===== config.mk =====
export PLATFORM = sky130hd
export DESIGN_NAME = mem_arbiter
export DESIGN_NICKNAME = d
export VERILOG_FILES = /design/src/mem_pkg.sv /design/src/mem_arbiter.sv
export SDC_FILE = /design/constraint.sdc
export NUM_CORES = 1
export LEC_CHECK = 0
export ABC_CLOCK_PERIOD_IN_PS = 1820
export BUFFER_PORTS_ARGS = -buffer_cell sky130_fd_sc_hd__buf_2
export CORE_AREA = 5 5 101 103
export DETAILED_ROUTE_END_ITERATION = 10
export DIE_AREA = 0 0 106 108
export GPL_TIMING_DRIVEN = 1
export PLACE_DENSITY = 0.67
export SLEW_MARGIN = 20
export SYNTH_ARGS = -nofsm -noshare
export SYNTH_HDL_FRONTEND = slang
export SYNTH_SLANG_ARGS = --single-unit

===== constraint.sdc =====
create_clock -name CLK -period 1.82 [get_ports CLK]
set_clock_uncertainty 0.15 [all_clocks]
set_input_delay 0.091 -clock CLK [delete_from_list [all_inputs] [get_ports CLK]]
set_output_delay 0.091 -clock CLK [all_outputs]
set_load 0.01 [all_outputs]

===== src/mem_pkg.sv =====
// shared widths, request/response structs and the grant encoding
// for the single-port memory system.
// data addresses are word addresses; a byte address is {addr, 2'b00}
// RAM decodes only log2(RAM_WORDS) word bits, so higher addresses alias
`default_nettype none

package mem_pkg;

	//////////////////////////////////////////////////
	// sizes
	//////////////////////////////////////////////////

	localparam int WB_DEPTH   = 4;
	localparam int WB_IDX_W   = $clog2(WB_DEPTH);
	// extra bit tells full from empty
	localparam int WB_PTR_W   = WB_IDX_W + 1;
	localparam int RAM_WORDS  = 1024;
	localparam int RAM_ADDR_W = $clog2(RAM_WORDS);

	typedef logic [31:0] word_t;
	typedef logic [13:0] daddr_t;
	typedef logic [2:0]  lq_index_t;

	//////////////////////////////////////////////////
	// port bundles
	//////////////////////////////////////////////////

	// data read, tagged with the load queue slot
	typedef struct packed {
		logic      valid;
		lq_index_t lq_index;
		daddr_t    addr;
	} dread_req_t;

	// answered one cycle after the request
	typedef struct packed {
		logic      valid;
		lq_index_t lq_index;
		word_t     data;
	} dread_resp_t;

	// posted store, also the write buffer entry
	typedef struct packed {
		logic   valid;
		daddr_t addr;
		word_t  data;
	} dwrite_req_t;

	// instruction fetch, byte address
	typedef struct packed {
		logic  ren;
		word_t addr;
	} ifetch_req_t;

	// one RAM access, byte address
	typedef struct packed {
		logic  ren;
		logic  wen;
		word_t addr;
		word_t store;
	} ram_port_t;

	// testbench takeover of the RAM
	typedef struct packed {
		logic  ctrl;
		logic  ren;
		logic  wen;
		word_t addr;
		word_t store;
	} tb_ram_t;

	// who owns the RAM this cycle
	typedef enum logic [1:0] {
		GRANT_NONE,
		GRANT_DREAD,
		GRANT_DRAIN,
		GRANT_IFETCH
	} mem_grant_e;

endpackage

`default_nettype wire


===== src/mem_arbiter.sv =====
// fixed priority owner of the RAM: data read, then drain, then fetch.
// a forwarded data read still takes the cycle but issues no RAM read,
// so a continuous read stream starves both drain and fetch.
// the grant and ifetch_hit are combinational; the read response is
// registered and appears exactly one cycle after the request
`default_nettype none

module mem_arbiter (
	input  logic                  CLK,
	input  logic                  nRST,
	input  mem_pkg::dread_req_t   dread,
	input  logic                  fwd_hit,
	input  mem_pkg::word_t        fwd_data,
	input  mem_pkg::dwrite_req_t  head,
	input  mem_pkg::ifetch_req_t  ifetch,
	input  mem_pkg::word_t        ram_rdata,
	output mem_pkg::ram_port_t    ram,
	output logic                  deq,
	output logic                  ifetch_hit,
	output mem_pkg::dread_resp_t  dread_resp
);
	import mem_pkg::*;

	mem_grant_e grant;

	// response register
	logic      resp_valid;
	lq_index_t resp_lq;
	word_t     resp_data;
	word_t     next_data;

	//////////////////////////////////////////////////
	// grant
	//////////////////////////////////////////////////

	always_comb
	begin
		if (dread.valid)
			grant = GRANT_DREAD;
		else if (head.valid)
			grant = GRANT_DRAIN;
		else if (ifetch.ren)
			grant = GRANT_IFETCH;
		else
			grant = GRANT_NONE;
	end

	//////////////////////////////////////////////////
	// RAM access
	//////////////////////////////////////////////////

	always_comb
	begin
		ram = '0;
		// store data only matters on drain
		ram.store = head.data;
		deq = 1'b0;
		ifetch_hit = 1'b0;
		case (grant)
			GRANT_DREAD:
			begin
				// buffer hit, RAM stays idle
				ram.ren = !fwd_hit;
				ram.addr = word_t'({dread.addr, 2'b00});
			end
			GRANT_DRAIN:
			begin
				ram.wen = 1'b1;
				ram.addr = word_t'({head.addr, 2'b00});
				deq = 1'b1;
			end
			GRANT_IFETCH:
			begin
				ram.ren = 1'b1;
				ram.addr = ifetch.addr;
				ifetch_hit = 1'b1;
			end
			default:
			begin
				ram.ren = 1'b0;
			end
		endcase
	end

	//////////////////////////////////////////////////
	// read response
	//////////////////////////////////////////////////

	// youngest buffered store beats RAM contents
	assign next_data = fwd_hit ? fwd_data : ram_rdata;

	always_ff @(posedge CLK, negedge nRST)
	begin
		if (!nRST)
			resp_valid <= 1'b0;
		else
			resp_valid <= dread.valid;
	end

	// tag and data only load with a request
	always_ff @(posedge CLK)
	begin
		if (dread.valid)
		begin
			resp_lq <= dread.lq_index;
			resp_data <= next_data;
		end
	end

	always_comb
	begin
		dread_resp.valid = resp_valid;
		dread_resp.lq_index = resp_lq;
		dread_resp.data = resp_data;
	end

	// a forwarding hit implies an occupied buffer
	a_fwd_has_entry: assert property (@(posedge CLK) disable iff (!nRST)
		fwd_hit |-> head.valid)
		else $error("forwarding hit from an empty write buffer");

	// requester holds a fetch until it is served
	a_fetch_held: assert property (@(posedge CLK) disable iff (!nRST)
		(ifetch.ren && !ifetch_hit) |=> (ifetch.ren && $stable(ifetch.addr)))
		else $error("fetch request dropped before a hit");

endmodule

`default_nettype wire


-- After elaboration in Yosys (flattened, before gate mapping)
Cells that the tools add are included.
- add/sub/neg operators: 0
- multiply operators: 0
- div/mod/pow operators: 0
- $lt $le $gt $ge: 0
- eq/ne operators: 3
- shift-type cells: 0
- muxes and demuxes: 8
- bitwise gates (word level): 0
- reduce and logical (&&, ||, !) cells: 1
- operators by type and width (cell ; count):
    case mux 32 bit (3 select lines) ; 1
    2-to-1 mux 32 bit ; 1
    2-to-1 mux 2 bit ; 3
    equality test 2 bit (second input constant) ; 2
    equality test 2 x 1 -> 1 bit (second input constant) ; 1
    2-to-1 mux 1 bit ; 2
    case mux 1 bit (2 select lines) ; 1
    zero test 1 bit ; 1
- bits in registers: 36
- bits in latches: 0
- bits in writable memories: 0
- ROM bits: 0
- input port bits: 165
- output and inout port bits: 104
- logic and storage cells: 15
- memories kept: 0

-- Longest topological paths before layout
- depth in word-level cells: 5
- depth in mapped cells: 4
- depth with buffers taken out: 2

-- Worst setup path after synthesis
OpenSTA, ideal clock, no wires.
- path type: in2reg
- from: input port fwd_hit
- to: register resp_data[10], data pin
- library setup time: 262 ps
- data arrival time: 705 ps
- required time: 1408 ps
- slack: 703 ps
- cell stages on the path: 3
- path buffers: 2
- cell sequence: buf_2 -> buf_6 -> mux2_1
- word-level cells in the longest chain between the ends: 1
- RTL lines (what ; RTL line ; text):
    from (decl) ; mem_arbiter.sv:12 ; input logic fwd_hit,
    2-to-1 mux 32 bit ; mem_arbiter.sv:90 ; assign next_data = fwd_hit ? fwd_data : ram_rdata;
    net next_data[10] ; mem_arbiter.sv:30 ; word_t next_data;
    to (signal assigned) ; mem_arbiter.sv:106 ; resp_data <= next_data;
    to (decl) ; mem_arbiter.sv:29 ; word_t resp_data;
The timed path passes the listed nets, and every way through them passes these cells.
A chain may end at the register's enable or synchronous reset.

-- Worst setup path after layout
- from: input port fwd_data[20]
- to: register resp_data[20], data pin
- word-level cells in the longest chain between the ends: 1
- RTL lines (what ; RTL line ; text):
    from (decl) ; mem_arbiter.sv:13 ; input mem_pkg::word_t fwd_data,
    2-to-1 mux 32 bit ; mem_arbiter.sv:90 ;
    net next_data[20] ; mem_arbiter.sv:30 ;
The timed path passes the listed nets, and every way through them passes these cells.

==> results.md <==
- Overall global routing resource usage: 15.4%
- Cell Rows: 35
- GRT Residual Overflow: 0
- First-pass GRT wire length: 13,500 µm
- Most common cell after layout, fill and taps aside: buf_2
- DR WL/cell: 17.9 µm
- F_max: 573 MHz
- Final total power: 2340 µW
- Syn nets: 358
- TritonCTS clock tree: yes
- Worst path arrival time: 1620 ps
- Top delay family on crit path: buffers and inverters
- Die X: 106 µm
- Unique masters post-synth: 14
- Post-DP HPWL: 7580 µm
- Clock sink count: 36
- WP data required: 1700 ps
- Vias in the first global route: 2,443
- Max incr delay on CP: 570 ps
- Crit-path slowest cell: dlygate4sd3_1
- Final wirelength: 9750 µm
- H-tree Lvls: 2
- Layout cells sized above 1: 50.1%
- Slew margin rel.: 69.6%
- Routability cong.: 0.943
- Mapped Cells: 193
- TritonRoute pass-1 iters: 4
- Post-cts sizing count: 0
- Core area: 0.00911 mm²
- I/O Buffers: 204
- Total setup buffers inserted after CTS: 0
- Cell Pwr Density: 596 mW/mm²
- Final hold vios: 0
- DR DRC count: 0
- DRT iter0 DRCs: 49
- Final Cycle Share: 95.8%
- Lkg Pwr: 0.00186 µW
- Die Footprint: 0.0114 mm²
- DIE HEIGHT: 108 µm
- Yosys reg bits: 36
- Max-cap viol count: 0
- Fin crit period: 1740 ps
- CP Capture Type: flop
- Vias post-DR: 2,375
- Clk pin slew, worst setup/hold paths: 70 ps
- Clock Path Buffers: 2
- Commonest cells after routing, fill and taps aside: buf_2 (204), dlygate4sd3_1 (69), edfxtp_1 (35), mux2_1 (32), a21oi_1 (28)
- Hold Crit Class: in2out
- Via-to-Cell Ratio: 4.36
- Warnings, synthesis: 0
- Design Area, Final: 0.00393 mm²
- Crit path buf inv count: 3
- Area after detailed placement: 0.00313 mm²
- I/O Pins: 269
- Fillers: 879
- RSZ-0062 raised after global routing: no
- WS Path Type: in2reg
- Peak VDD IR: 0.000290 V
- CP most frequent cell: dlygate4sd3_1
- CP Max Fanout: 1
- Slew @ Worst Pin: 456 ps
- Antenna-violating nets left: 0
- Cts hold-fix bufs: 69
- TNS Setup: 0 ps
- Outcome: finished, final reports clean
- Area Growth Syn to Fin: 74.3%
- Avg Cell Area, Syn: 11.7 µm²
- Final #Nets: 597
- Clock buffer count from CTS: 5
- Initial antenna violation count: 4
- Sequential share of the synthesized area: 47.8%
- Critical-path cell list: dlygate4sd3_1 > buf_2 > mux2_1 > dlygate4sd3_1
- Final setup vio count: 0
- Startpoint class of the critical path: primary input
- Fin. max-slew vios: 0
- Starting Density: 24.7%
- Clk root buf: clkbuf_8
- Synthesized area: 0.00225 mm²
- Pin count of the biggest net entering global routing: 31
metrics by stage:
step | cells | setup slack (ps) | util, % | hold WS [ps]
final | 545 | 75.6 | 43.1 | 32.0
after global placement | 467 | 480 | 34.4 | -284
after floorplan | 193 | 703 | - | -355
after global routing | 544 | 49.5 | 43.1 | 32.0
after CTS | 544 | 128 | 43.1 | 32.1
after detailed placement | 467 | 448 | 34.4 | -283
cell type report:
class | count | area [µm²] | share of cell area, %
Timing Repair Buffer | 279 | 1770 | 45.0
Clock inverter | 3 | 37.5 | 0.955
Antenna cell | 1 | 2.50 | 0.0637
Multi-Input combinational cell | 109 | 832 | 21.2
Clock buffer | 5 | 68.8 | 1.75
Inverter | 1 | 3.75 | 0.0955
Tap cell | 111 | 139 | 3.54
Sequential cell | 36 | 1080 | 27.4
flip-flops by register name, summed over array words and instances, names as in the netlist:
register    count
resp_lq         3
resp_data      32
resp_valid      1
logic make-up (layout without fill, tap and decap cells):
family | after synthesis | in the layout | synth area share (%)
AND/OR/NAND/NOR | 48 | 48 | 14.4
buffers and inverters | 48 | 288 | 15.3
flip-flops | 36 | 36 | 47.8
multiplexers | 32 | 32 | 16.0
AO/OA/AOI/OAI | 29 | 29 | 6.55
other | 0 | 1 | 0
synth_stat cells:
cell type	n	area share, %
buf_6	3	1.5
nand3b_1	14	4.7
inv_1	1	0.17
a21o_1	1	0.33
edfxtp_1	35	47
dfrtp_1	1	1.1
buf_4	36	12
buf_2	6	1.3
nor2b_1	15	4.2
a21oi_1	28	6.2
and2_1	18	5.0
mux2_1	32	16
nor3b_2	1	0.56
clkbuf_1	2	0.33
path summary, 6_finish.rpt:
path | from | endpoint | slack, ps | cells after the start
max | fwd_data[20] | resp_data[20]$_DFFE_PP_ | 80 | 4
min | head[10] | ram[10] | 30 | 0
max in group asynchronous | nRST | resp_valid$_DFF_PN0_ | 900 | 3
min in group asynchronous | nRST | resp_valid$_DFF_PN0_ | 500 | 3
report_power, final:
group | internal (µW) | total (µW) | switching [µW]
clock network | 399 | 676 | 277
logic | 374 | 652 | 277
registers | 995 | 1010 | 17.9
routing by layer:
| metal | wire length, µm | track usage [%] |
|---|---|---|
| met4 | 212 | 5.37 |
| met3 | 975 | 5.61 |
| met2 | 5470 | 31.7 |
| met5 | 48 | 0 |
| met1 | 3030 | 13.4 |
Note: power is estimated with default switching activity, not from simulation.
