File: config.mk
export PLATFORM = sky130hd
export DESIGN_NAME = write_buffer
export DESIGN_NICKNAME = d
export VERILOG_FILES = /design/src/mem_pkg.sv /design/src/write_buffer.sv
export SDC_FILE = /design/constraint.sdc
export NUM_CORES = 1
export LEC_CHECK = 0
export ABC_AREA = 1
export ABC_CLOCK_PERIOD_IN_PS = 4300
export BUFFER_PORTS_ARGS = -buffer_cell sky130_fd_sc_hd__buf_2
export CORE_AREA = 3 3 196 198
export DETAILED_ROUTE_END_ITERATION = 8
export DIE_AREA = 0 0 199 201
export SLEW_MARGIN = 30
export SYNTH_ARGS = -nofsm -noshare
export SYNTH_HDL_FRONTEND = slang
export SYNTH_SLANG_ARGS = --single-unit
File: constraint.sdc
create_clock -name CLK -period 4.3 [get_ports CLK]
set_input_delay 0.215 -clock CLK [delete_from_list [all_inputs] [get_ports CLK]]
set_output_delay 0.215 -clock CLK [all_outputs]
set_load 0.02 [all_outputs]
File: src/mem_pkg.sv
// shared widths, request/response structs and the grant encoding
// for the single-port memory system.
// data addresses are word addresses; a byte address is {addr, 2'b00}
// RAM decodes only log2(RAM_WORDS) word bits, so higher addresses alias
`default_nettype none

package mem_pkg;

	//////////////////////////////////////////////////
	// sizes
	//////////////////////////////////////////////////

	localparam int WB_DEPTH   = 4;
	localparam int WB_IDX_W   = $clog2(WB_DEPTH);
	// extra bit tells full from empty
	localparam int WB_PTR_W   = WB_IDX_W + 1;
	localparam int RAM_WORDS  = 1024;
	localparam int RAM_ADDR_W = $clog2(RAM_WORDS);

	typedef logic [31:0] word_t;
	typedef logic [13:0] daddr_t;
	typedef logic [2:0]  lq_index_t;

	//////////////////////////////////////////////////
	// port bundles
	//////////////////////////////////////////////////

	// data read, tagged with the load queue slot
	typedef struct packed {
		logic      valid;
		lq_index_t lq_index;
		daddr_t    addr;
	} dread_req_t;

	// answered one cycle after the request
	typedef struct packed {
		logic      valid;
		lq_index_t lq_index;
		word_t     data;
	} dread_resp_t;

	// posted store, also the write buffer entry
	typedef struct packed {
		logic   valid;
		daddr_t addr;
		word_t  data;
	} dwrite_req_t;

	// instruction fetch, byte address
	typedef struct packed {
		logic  ren;
		word_t addr;
	} ifetch_req_t;

	// one RAM access, byte address
	typedef struct packed {
		logic  ren;
		logic  wen;
		word_t addr;
		word_t store;
	} ram_port_t;

	// testbench takeover of the RAM
	typedef struct packed {
		logic  ctrl;
		logic  ren;
		logic  wen;
		word_t addr;
		word_t store;
	} tb_ram_t;

	// who owns the RAM this cycle
	typedef enum logic [1:0] {
		GRANT_NONE,
		GRANT_DREAD,
		GRANT_DRAIN,
		GRANT_IFETCH
	} mem_grant_e;

endpackage

`default_nettype wire

File: src/write_buffer.sv
// posted write FIFO of WB_DEPTH entries between the data port and RAM.
// a write enqueues when valid and not full; deq pops the head entry.
// lookup is combinational over occupied entries, youngest match wins.
// writes enqueued this cycle are not visible to the lookup until the edge
`default_nettype none

module write_buffer (
	input  logic                  CLK,
	input  logic                  nRST,
	input  mem_pkg::dwrite_req_t  wr,
	input  logic                  deq,
	input  mem_pkg::daddr_t       lookup_addr,
	output mem_pkg::dwrite_req_t  head,
	output logic                  fwd_hit,
	output mem_pkg::word_t        fwd_data,
	output logic                  full,
	output logic                  empty
);
	import mem_pkg::*;

	// entry storage, payload only
	dwrite_req_t entries [WB_DEPTH];

	// pointers carry a wrap bit above the index
	logic [WB_PTR_W-1:0] head_ptr;
	logic [WB_PTR_W-1:0] tail_ptr;
	logic [WB_PTR_W-1:0] count;
	logic [WB_IDX_W-1:0] head_idx;
	logic [WB_IDX_W-1:0] tail_idx;
	logic [WB_IDX_W-1:0] slot;
	logic                enq;

	assign head_idx = head_ptr[WB_IDX_W-1:0];
	assign tail_idx = tail_ptr[WB_IDX_W-1:0];
	assign count    = tail_ptr - head_ptr;

	//////////////////////////////////////////////////
	// status
	//////////////////////////////////////////////////

	assign empty = (head_ptr == tail_ptr);
	// same slot, different lap
	assign full = (head_idx == tail_idx) &&
		(head_ptr[WB_PTR_W-1] != tail_ptr[WB_PTR_W-1]);
	assign enq = wr.valid && !full;

	//////////////////////////////////////////////////
	// pointers and storage
	//////////////////////////////////////////////////

	always_ff @(posedge CLK, negedge nRST)
	begin
		if (!nRST)
		begin
			head_ptr <= '0;
			tail_ptr <= '0;
		end
		else
		begin
			if (enq)
				tail_ptr <= tail_ptr + 1'b1;
			if (deq)
				head_ptr <= head_ptr + 1'b1;
		end
	end

	always_ff @(posedge CLK)
	begin
		if (enq)
			entries[tail_idx] <= wr;
	end

	// oldest entry, valid only while occupied
	always_comb
	begin
		head = entries[head_idx];
		head.valid = !empty;
	end

	//////////////////////////////////////////////////
	// forwarding search
	//////////////////////////////////////////////////

	// walk oldest to youngest so a later match overrides
	always_comb
	begin
		fwd_hit = 1'b0;
		fwd_data = '0;
		slot = head_idx;
		for (int k = 0; k < WB_DEPTH; k++)
		begin
			slot = head_idx + WB_IDX_W'(k);
			if ((WB_PTR_W'(k) < count) && (entries[slot].addr == lookup_addr))
			begin
				fwd_hit = 1'b1;
				fwd_data = entries[slot].data;
			end
		end
	end

	// occupancy never passes the depth
	a_no_enq_full: assert property (@(posedge CLK) disable iff (!nRST)
		count <= WB_DEPTH)
		else $error("write buffer overfilled");

	// arbiter must not drain an empty buffer
	a_no_deq_empty: assert property (@(posedge CLK) disable iff (!nRST)
		deq |-> !empty)
		else $error("write buffer dequeued while empty");

endmodule

`default_nettype wire

---- After elaboration in Yosys (flattened, before gate mapping) ----
Memories as Yosys holds them, arrays and structs flattened.
Index checks and enable logic that the tools add are counted.
word-level totals
  flip-flop bits (word level) ............. 6
  memory bits (writable) .................. 188
  input bits .............................. 64
  output and inout bits ................... 82
  word-level logic and storage cells ...... 38
  memories ................................ 1
operators by class
  $add $sub $neg .......................... 6
  $lt $le $gt $ge ......................... 4
  equal/unequal tests ..................... 7
  muxes and demuxes ....................... 10
  reduce and logical (&&, ||, !) cells .... 8
memories
  memory   depth  width  rd ports  clocked after memory_dff  wr ports  line                text
  entries  4      47     4         0                         1         write_buffer.sv:22  dwrite_req_t entries [WB_DEPTH];
operators with widths
  kind                 count
  $mux 32              4
  $eq 14x14->1         4
  $add 3x1->3 const B  2
  $logic_and 1x1->1    6
  $lt 1x3->1 const A   2
  $lt 2x3->1 const A   2
  $mux 1               6
  $add 2x2->2 const B  2
  $eq 3x3->1           1
  $sub 3x3->3          1
  $add 2x1->2 const B  1
  $eq 2x2->1           1
  $logic_not 1->1      2
  $ne 1x1->1           1

---- Depth between registers and ports, before layout ----
Gate-level depths: netlist of the first run.
  word-level depth ........................ 7
  gate-level depth with buffers ........... 21
  depth with buffers taken out ............ 18

---- Worst setup path after synthesis of the first run ----
No wires, ideal clock.
  kind .................................... register to register
  start point ............................. register head_ptr[1]
  end point ............................... memory entries[3][0] (netlist bit) (enable)
  setup time .............................. 0.452 ns
  data arrival time ....................... 4.017 ns
  data required time ...................... 3.848 ns
  path slack .............................. -0.170 ns
  cell stages (with the launch flop) ...... 12
  path buffers ............................ 4
  clock period less this slack ............ 4.470 ns
  cells stage by stage .................... dfrtp_1 -> buf_2 -> inv_1 -> buf_2 -> clkbuf_1 -> clkbuf_1 -> ha_1 -> inv_1 -> nor3_1 -> inv_1 -> nand2_1 -> nor2_1
on the way
  word-level cells in the longest chain between the ends .. 6
ends and longest elaborated chain
  what                          line                text
  start, declared               write_buffer.sv:25  logic [WB_PTR_W-1:0] head_ptr;
  start signal, assigned        write_buffer.sv:63  head_ptr <= head_ptr + 1'b1;
  $eq 2x2->1                    write_buffer.sv:43  assign full = (head_idx == tail_idx) &&
  $logic_and 1x1->1             write_buffer.sv:43
  named net full                write_buffer.sv:16  output logic full,
  $logic_not 1->1               write_buffer.sv:45  assign enq = wr.valid && !full;
  $logic_and 1x1->1             write_buffer.sv:45
  $mux 1                        write_buffer.sv:69  if (enq)
  $mux 1 (not written as such)  write_buffer.sv:70  entries[tail_idx] <= wr;
  end, declared                 write_buffer.sv:22
The timed path passes the listed nets, and every way through them passes these cells.

---- Worst setup path in the final report of the first run ----
  start point ............................. register head_ptr[0]
  end point ............................... output fwd_data[16]
on the way
  word-level cells in the longest chain between the ends .. 7
  elaborated cells on any way between the ends .. 21
  those cells by class .................... add/sub (4); order compare (4); eq/ne (4); mux (4); reduce/logical (4); memory (1)
ends and longest elaborated chain
  what                                                      line                text
  $add 2x1->2, or another cell as far along                 write_buffer.sv:92  slot = head_idx + WB_IDX_W'(k);
  $mem_v2 4x47, or another cell as far along                n/a
  $eq 14x14->1 / $logic_and 1x1->1 (equally long branches)  write_buffer.sv:93  if ((WB_PTR_W'(k) < count) && (entries[slot].addr == lookup_addr))
  $logic_and 1x1->1 / $mux 32 (equally long branches)       write_buffer.sv:93
  $mux 32 (2 in a row)                                      write_buffer.sv:93
  $mux 32 *                                                 write_buffer.sv:93
  end, declared                                             write_buffer.sv:15  output mem_pkg::word_t fwd_data,
Every way passes the cells marked *; elsewhere a longest branch is shown, timed or not.

==> results of run 1 <==
[timing repair]
action / CTS / global route
hold buffers: 43 / 0
hold endpoints to repair: 171 / 0
resized for setup: 0 / 0
endpoints found under the setup margin: 0 / 0
[Yosys cell counts (all sizes together)]
library cell	number	area share, %
nand2	663	20
edfxtp	184	43
nand3	163	6.4
inv	156	4.6
o21ai	139	5.4
mux2i	128	10
buf	72	3.0
nor2	36	1.2
nand3b	33	1.9
clkbuf	22	0.65
xor2	19	1.3
ha	7	0.69
dfrtp	6	1.2
a21oi	5	0.20
nor3	5	0.20
and2	3	0.15
nand4	2	0.098
o211ai	2	0.12
fa	1	0.16
[state kept, by name, summed over array words and instances (netlist names)]
register	flops
tail_ptr	3
entries	184
head_ptr	3
[worst register-to-register path, delay by kind of cell (launching register included)]
kind / cells / cell delay (ns)
AND/OR/NAND/NOR: 3 / 0.90
flip-flops: 1 / 0.61
buffers and inverters: 3 / 0.60
adder cells (fa/ha/maj): 1 / 0.38
[cell families (layout without fill, tap and decap cells)]
logic type      after synthesis  count (layout)  share of synthesized area [%]
buf+inv                     250             403                           8.25
other cells                   0               1                              0
fa+ha+maj                     8               8                          0.842
mux                         128             128                           10.0
flops                       190             190                           44.4
simple gates                905             905                           29.4
xor+xnor                     19              19                           1.30
compound gates              146             146                           5.75
[layout by cell type, fill, tap and decap left out, types with 6 or more instances in the layout]
| cell | instances |
|---|---|
| buf_2 | 145 |
| nand2_1 | 661 |
| xor2_1 | 19 |
| inv_2 | 7 |
| dlygate4sd3_1 | 43 |
| inv_1 | 148 |
| ha_1 | 6 |
| o21ai_0 | 134 |
| nor2_1 | 28 |
| clkbuf_16 | 17 |
| buf_4 | 24 |
| mux2i_1 | 128 |
| nand3b_1 | 33 |
| nand3_1 | 163 |
| edfxtp_1 | 184 |
[layout make-up]
class                      instances  area [um2]  share of cell area [%]
antenna                            1        2.50                  0.0168
clock buffer                      18         429                    2.88
clock inverter                    13         115                   0.772
inverter                         156         588                    3.94
multi-input combinational       1206        6100                    40.9
sequential                       190        5680                    38.1
tap                              468         586                    3.93
timing repair buffer             216        1420                    9.50
[stage by stage]
step                area, um2  TNS (ns)  cells  hold slack (ns)
floorplan               12800    -17.61   1646          -0.0806
global placement        13900         0   2193           0.0583
detailed placement      13900         0   2193           0.0586
CTS                     14900         0   2267          0.00192
global route            14900         0   2268          0.00958
finish                  14900         0   2268           0.0137
[worst max-delay path by stage]
stage | from | endpoint | slack (ns) | depth (start not counted)
floorplan | head_ptr[1]$_DFFE_PN0P_ | entries[0][0]$_DFFE_PP_ | -0.13 | 11
global placement | head_ptr[0]$_DFFE_PN0P_ | fwd_data[16] | 0.84 | 17
detailed placement | head_ptr[0]$_DFFE_PN0P_ | fwd_data[16] | 0.80 | 16
CTS | head_ptr[0]$_DFFE_PN0P_ | fwd_data[16] | 0.31 | 16
global route | head_ptr[0]$_DFFE_PN0P_ | fwd_data[24] | 0.01 | 16
finish | head_ptr[0]$_DFFE_PN0P_ | fwd_data[16] | 0.31 | 16
[per-layer routing]
metal	wire length (um)	part of all wire, %	vias up
li1	-	-	5676
met1	17200	45	5431
met2	18000	47	351
met3	2150	5.6	52
met4	855	2.2	0
met5	0	0	-
[power groups by stage]
| stage | clock (mW) | combinational, mW | sequential (mW) |
|---|---|---|---|
| finish | 1.51 | 6.65 | 2.72 |
| global route | 1.60 | 7.43 | 2.77 |
| CTS | 1.53 | 6.66 | 2.72 |
| detailed placement | 0 | 6.60 | 2.76 |
| global placement | 0 | 6.55 | 2.74 |
| floorplan | 0 | 4.86 | 2.69 |
==> out/results.ini, run 1 <==
[run_status]
run_status = finished, final reports clean

[grt]
grt.met3_usage_pct = 2.94
grt.total_usage_pct = 19.1
grt_use_met1_pct = 25.1
grt_util_met2_pct = 32.0
grt.busiest_layer = met2
grt_pass1_wl_mm = 59.8
grt_max_degree = 66
antenna_found_initial = 1
grt_overflow = 0
grt_pass1_vias = 11098

[route]
drt_pass1_iterations = 8
drcViolationCount = 0
vias = 11510
wl_per_cell_um = 16.8
drt_iter0_drc = 1124
via_per_inst = 5.07
wl_mm = 38.2
ant_nets = 0

[floorplan]
die_x_um = 199
io_pins = 146
die_h_um = 201
die-area_um2 = 40000
fp.coreArea_um2 = 36700
row_count = 70
initial_utilization_pct = 34.8

[synth]
seq_area_frac_synth_pct = 44.4
netlist_area_um2 = 12800
ys_seq_elements = 190
syn-mean-instance-area_um2 = 7.77
synth_cell_type_count = 29
yosysWarnings = 0
syn_inst = 1646
synth_fp_nets = 1718

[clock_tree]
cts.htree.levels = 4
post_cts.repair.setup_buffers = 0
cts_buffers = 17
clock_path_buffers = 2
worstSkewPairLatency_ns = 0.44
root_buffer = clkbuf_16
path_clk_slew_ns = 0.07
cts_tree = built
clock-sinks = 190

[finish]
fin_util_pct = 40.6
drive_above_1_share_pct = 12.3
syn_to_final_growth_pct = 16.7
fill_cells = 3653
final_nets = 1859

[hold_path]
hold_class = input port to flip-flop
worstHoldPathCells = 1
worstHoldEndpoint = entries[0][40]$_DFFE_PP_
hold_start = wr[40]

[setup_path]
endpoint_kind = output port
rr_endpoint = entries[3][41]$_DFFE_PP_
startpoint_type = flip-flop
crit_top_cell = nand2_1
timing.rr.start = head_ptr[0]$_DFFE_PN0P_
cp_cell_sequence = ha_4, inv_2, nand3_1, nand3_1, nand2_1, nor2_1, nand2_1, nor2_4, nand2_2, nand2_2, buf_12, nand2_1, nand2_1, nand2_1, nand2_1, buf_2
cp_max_fo = 30
path_buf_inv = 3
path_class = flip-flop to output port
r2r_cells = 7
cp_top_family = simple AND/OR/NAND/NOR gates
slowest_delay_ns = 0.61
slowest_stage = dfrtp_4
crit_required_ns = 4.09
ff2ff_setup_slack_ns = 1.47
crit_arrival_ns = 3.77

[sta]
layout_setup_ws_ns = 0.312
setup_viol = 0
skew_ns = 0.0143
worstMarginPinSlew_ns = 0.845
rsz0062_at_grt = no
hold_viol_final = 0
min_period_ns = 3.99
fmaxAchievable_mhz = 251
fin_crit_sh_pct = 92.7
slew_headroom_pct = 43.7
slew_violations = 0

[pwr]
finalPower_mw = 10.9
p_leak_nw = 7.20
combPwrFrac_pct = 61.1
power_per_cell_area_nw_per_um2 = 729
switching_share_pct = 50.2
internal-power_mw = 5.42
clkPwrFrac_pct = 13.8
p_switching_mw = 5.46
irDropWorstVdd_uv = 528
power_frac_seq_pct = 25.0

[flow_run]
cap_violations = 0

[placed_design]
gp_congestion = 0.872
dp_slack_ns = 0.799
io_buffers = 145
dp_hpwl_mm = 24.7

No activity file was read; power rests on OpenSTA's default activity.
==> inputs of run 2 (changes only) <==
- SETUP_SLACK_MARGIN: unset -> 0.5
==> out/results.ini, run 2 (same netlist as run 1, synthesis figures left out) <==
[run_status]
run_status = finished, final reports clean

[finish]
final_nets = 1862
design_area_um2 = 15000
syn_to_final_growth_pct = 17.4
mostFrequentLayoutCells = nand2_1, edfxtp_1, nand3_1
final_cells = 2271
largest_reg_flops = 184
fin_util_pct = 40.9
top_register = entries
layout_commonest_cell = nand2_1
drive_above_1_share_pct = 12.5
top_regs = entries: 184 flops, head_ptr: 3 flops, tail_ptr: 3 flops

[setup_path]
crit_top_cell = nand2_1
endpoint_kind = output port
slowest_stage = dfrtp_4
startpoint_type = flip-flop
cp_cell_sequence = ha_1, inv_1, fa_1, inv_1, nand2_1, and2_1, nand3_1, nand3_1, nor2_1, nand2_1, nand2_4, buf_12, nand2_1, nand2_1, nand2_1, nand2_1, buf_2
cp_max_fo = 17
path_class = flip-flop to output port
slowest_delay_ns = 0.57
crit_arrival_ns = 3.35
crit_required_ns = 4.09

[sta]
layout_setup_ws_ns = 0.731
fmaxAchievable_mhz = 280
worstMarginPinSlew_ns = 0.736
setup_viol = 0
hold_viol_final = 0
tns_ns = 0
hold_slack_ns = 0.0147
skew_ns = 0.0137
fin_crit_sh_pct = 83.0
rsz0062_at_grt = no
slew_violations = 0
slew_headroom_pct = 50.9
min_period_ns = 3.57

[grt]
antenna_found_initial = 1
grt_max_degree = 66
grt_pass1_vias = 11102
grt.total_usage_pct = 19.1
grt_pass1_wl_mm = 59.8
grt_overflow = 0

[hold_path]
hold_class = input port to flip-flop

[flow_run]
cap_violations = 0

[clock_tree]
path_clk_slew_ns = 0.07
cts_tree = built
cts_buffers = 17
clock_path_buffers = 2
worstSkewPairLatency_ns = 0.43
cts.htree.levels = 4
clock-sinks = 190
root_buffer = clkbuf_16

[pwr]
power_per_cell_area_nw_per_um2 = 731
p_leak_nw = 7.23
irDropWorstVdd_uv = 513
finalPower_mw = 11.0

[floorplan]
die_h_um = 201
die_x_um = 199
fp.coreArea_um2 = 36700
row_count = 70
io_pins = 146
initial_utilization_pct = 34.8
die-area_um2 = 40000

[placed_design]
post-place-cells = 2193
gp_congestion = 0.872
dp_slack_ns = 0.799
postPlaceCellArea_um2 = 13900
dp_hpwl_mm = 24.7
io_buffers = 145

[route]
vias = 11550
wl_mm = 38.3
drt_pass1_iterations = 7
ant_nets = 0
wl_per_cell_um = 16.9
via_per_inst = 5.09
drcViolationCount = 0
drt_iter0_drc = 1082

==> run 2: per-layer routing <==
metal | global-route usage, % | part of all wire, % | vias up
met5 | 0 | 0 | -
met4 | 6.10 | 2.1 | 0
met3 | 2.94 | 5.3 | 47
met2 | 32.1 | 48 | 325
met1 | 25.2 | 45 | 5488
li1 | - | - | 5690
==> run 2: power by group <==
| group | switching [mW] | total, mW | internal (mW) |
|---|---|---|---|
| combinational | 4.58 | 6.75 | 2.17 |
| sequential | 0.209 | 2.71 | 2.50 |
| clock | 0.704 | 1.50 | 0.799 |
| total | 5.49 | 11.0 | 5.48 |
==> run 2: critical path: cells and delay by family, from the launching register on <==
kind,cells,cell delay [ns]
flops,1,0.57
buf+inv,4,0.48
simple gates,11,1.28
fa+ha+maj,2,0.57
==> run 2: final timing paths <==
kind / depth (start not counted) / slack (ns) / from / endpoint
max: 17 / 0.73 / head_ptr[0]$_DFFE_PN0P_ / fwd_data[16]
min: 1 / 0.01 / wr[40] / entries[0][40]$_DFFE_PP_
max reg2reg: 8 / 1.46 / head_ptr[1]$_DFFE_PN0P_ / entries[3][41]$_DFFE_PP_
min reg2reg: 1 / 0.52 / tail_ptr[2]$_DFFE_PN0P_ / tail_ptr[2]$_DFFE_PN0P_
max in group asynchronous: 2 / 3.97 / nRST / head_ptr[0]$_DFFE_PN0P_
min in group asynchronous: 2 / 0.14 / nRST / tail_ptr[1]$_DFFE_PN0P_
==> run 2: cell type report <==
type                    count  area, um2
clock inverters            13        115
inverters                 156        596
fillers                  3649      21700
flip-flops and latches    190       5680
multi-input cells        1206       6100
clock buffers              18        429
well taps                 468        586
diodes                      1       2.50
repair buffers            219       1490
==> run 2: what timing repair did <==
action / in CTS / in global routing
buffers inserted: 0 / 3
hold buffers: 43 / 0
hold endpoints to repair: 171 / 0
gates resized for setup: 8 / 10
endpoints found under the setup margin: 33 / 33
gates cloned: 0 / 0
pin swaps: 0 / 1
==> inputs of run 3 (changes only) <==
- ABC_CLOCK_PERIOD_IN_PS: 4300 -> 3200
- clock period: 4.3 -> 3.2 ns (I/O delays scaled with it)
==> out/results.ini, run 3 (same netlist as run 1, synthesis figures left out) <==
[route]
drt_pass1_iterations = 9
ant_nets = 0
vias = 12144
drcViolationCount = 0
wl_mm = 42.7
via_per_inst = 5.19
drt_iter0_drc = 964
wl_per_cell_um = 18.2

[grt]
antenna_found_initial = 3
grt.total_usage_pct = 20.4
grt_util_met2_pct = 34.0
grt_pass1_wl_mm = 63.5
grt.busiest_layer = met2
grt_use_met1_pct = 26.2
grt_max_degree = 57
grt_pass1_vias = 11659
grt.met3_usage_pct = 3.26
grt_overflow = 0

[sta]
slew_headroom_pct = 59.5
layout_setup_ws_ns = -0.171
min_period_ns = 3.37
hold_slack_ns = 0.106
worstMarginPinSlew_ns = 0.608
rsz0062_at_grt = yes
slew_violations = 0
tns_ns = -1.87
setup_viol = 33
skew_ns = 0.00701
fmaxAchievable_mhz = 297
hold_viol_final = 0
fin_crit_sh_pct = 105

[floorplan]
io_pins = 146
fp.coreArea_um2 = 36700
die_x_um = 199
row_count = 70
die-area_um2 = 40000
initial_utilization_pct = 34.8
die_h_um = 201

[finish]
fin_util_pct = 47.1
layout_commonest_cell = nand2_1
seq_area_um2 = 5680
top_regs = entries: 184 flops, head_ptr: 3 flops, tail_ptr: 3 flops
mostFrequentLayoutCells = nand2_1, edfxtp_1, inv_1
drive_above_1_share_pct = 24.4
top_register = entries
syn_to_final_growth_pct = 35.2
fill_cells = 3402
largest_reg_flops = 184
multi_input_comb_area_um2 = 6730
final_nets = 1931

[setup_path]
crit_top_cell = nand2_1
timing.rr.start = head_ptr[1]$_DFFE_PN0P_
path_buf_inv = 7
cp_max_fo = 6
endpoint_kind = output port
ff2ff_setup_slack_ns = 0.68
slowest_delay_ns = 0.51
r2r_cells = 9
rr_endpoint = entries[0][13]$_DFFE_PP_
startpoint_type = flip-flop
crit_arrival_ns = 3.21
critical_path_depth = 20
critPathLaunch = head_ptr[0]$_DFFE_PN0P_
cp_top_family = simple AND/OR/NAND/NOR gates
crit_end = fwd_data[17]
slowest_stage = dfrtp_4
cp_cell_sequence = ha_4, clkinv_8, buf_12, buf_16, nand3_2, nand3_2, nand2_2, nand3_2, nor2_4, buf_6, nand2_8, buf_12, buf_16, nand2_1, nand2_1, nand2_1, nand2_1, nand2_1, nand2_2, buf_6
path_class = flip-flop to output port
crit_required_ns = 3.04

[run_status]
violations = setup timing
run_status = finished with violations

[clock_tree]
clock_path_buffers = 2
worstSkewPairLatency_ns = 0.44
cts.htree.levels = 4
cts_buffers = 17
clock-sinks = 190
root_buffer = clkbuf_16
path_clk_slew_ns = 0.08
cts_tree = built

[pwr]
p_leak_nw = 8.06
irDropWorstVdd_uv = 600
finalPower_mw = 17.2
power_per_cell_area_nw_per_um2 = 995

[placed_design]
dp_hpwl_mm = 25.2
io_buffers = 145
gp_congestion = 0.846

[flow_run]
cap_violations = 0

[hold_path]
hold_class = input port to async pin

run 3: layout make-up:
cell class | instances | area share (%)
well taps | 468 | 3.39
flip-flops and latches | 190 | 32.9
multi-input cells | 1206 | 38.9
diodes | 2 | 0.0290
clock buffers | 17 | 2.46
inverters | 156 | 3.55
clock inverters | 15 | 1.01
repair buffers | 288 | 17.8
run 3: repair_timing:
action                                 in CTS  in global routing
buffers inserted                           15                 11
endpoints found under the hold margin     191                  0
setup endpoints to repair                  59                 44
gates resized for setup                   108                161
pin swaps                                  18                 58
hold buffers                               48                  0
cloned                                     16                 11
run 3: how the worst min path moves through the flow:
stage / slack, ns / cells past startpoint / to
floorplan: -0.14 / 0 / head_ptr[0]$_DFFE_PN0P_
global placement: -0.0003 / 1 / tail_ptr[2]$_DFFE_PN0P_
detailed placement: 0.002 / 1 / tail_ptr[2]$_DFFE_PN0P_
CTS: 0.12 / 2 / tail_ptr[0]$_DFFE_PN0P_
global route: 0.13 / 2 / tail_ptr[0]$_DFFE_PN0P_
finish: 0.11 / 2 / tail_ptr[0]$_DFFE_PN0P_
run 3: per-layer routing:
layer / wire, um / share of wire [%]
met1: 18100 / 42
met2: 20200 / 47
met3: 2900 / 6.8
met4: 1540 / 3.6
met5: 9 / 0.021
run 3: power by group:
part | internal [mW] | switching [mW]
combinational | 4.38 | 7.02
clock | 1.12 | 1.06
sequential | 3.37 | 0.263
run 3: metrics by stage:
| stage | cells | setup slack (ns) | area [um2] |
|---|---|---|---|
| after floorplan | 1646 | 0.514 | 13000 |
| after global placement | 2207 | 0.168 | 14200 |
| after detailed placement | 2207 | 0.125 | 14200 |
| after CTS | 2318 | -0.0589 | 16400 |
| after global routing | 2342 | -0.299 | 17300 |
| final | 2342 | -0.171 | 17300 |
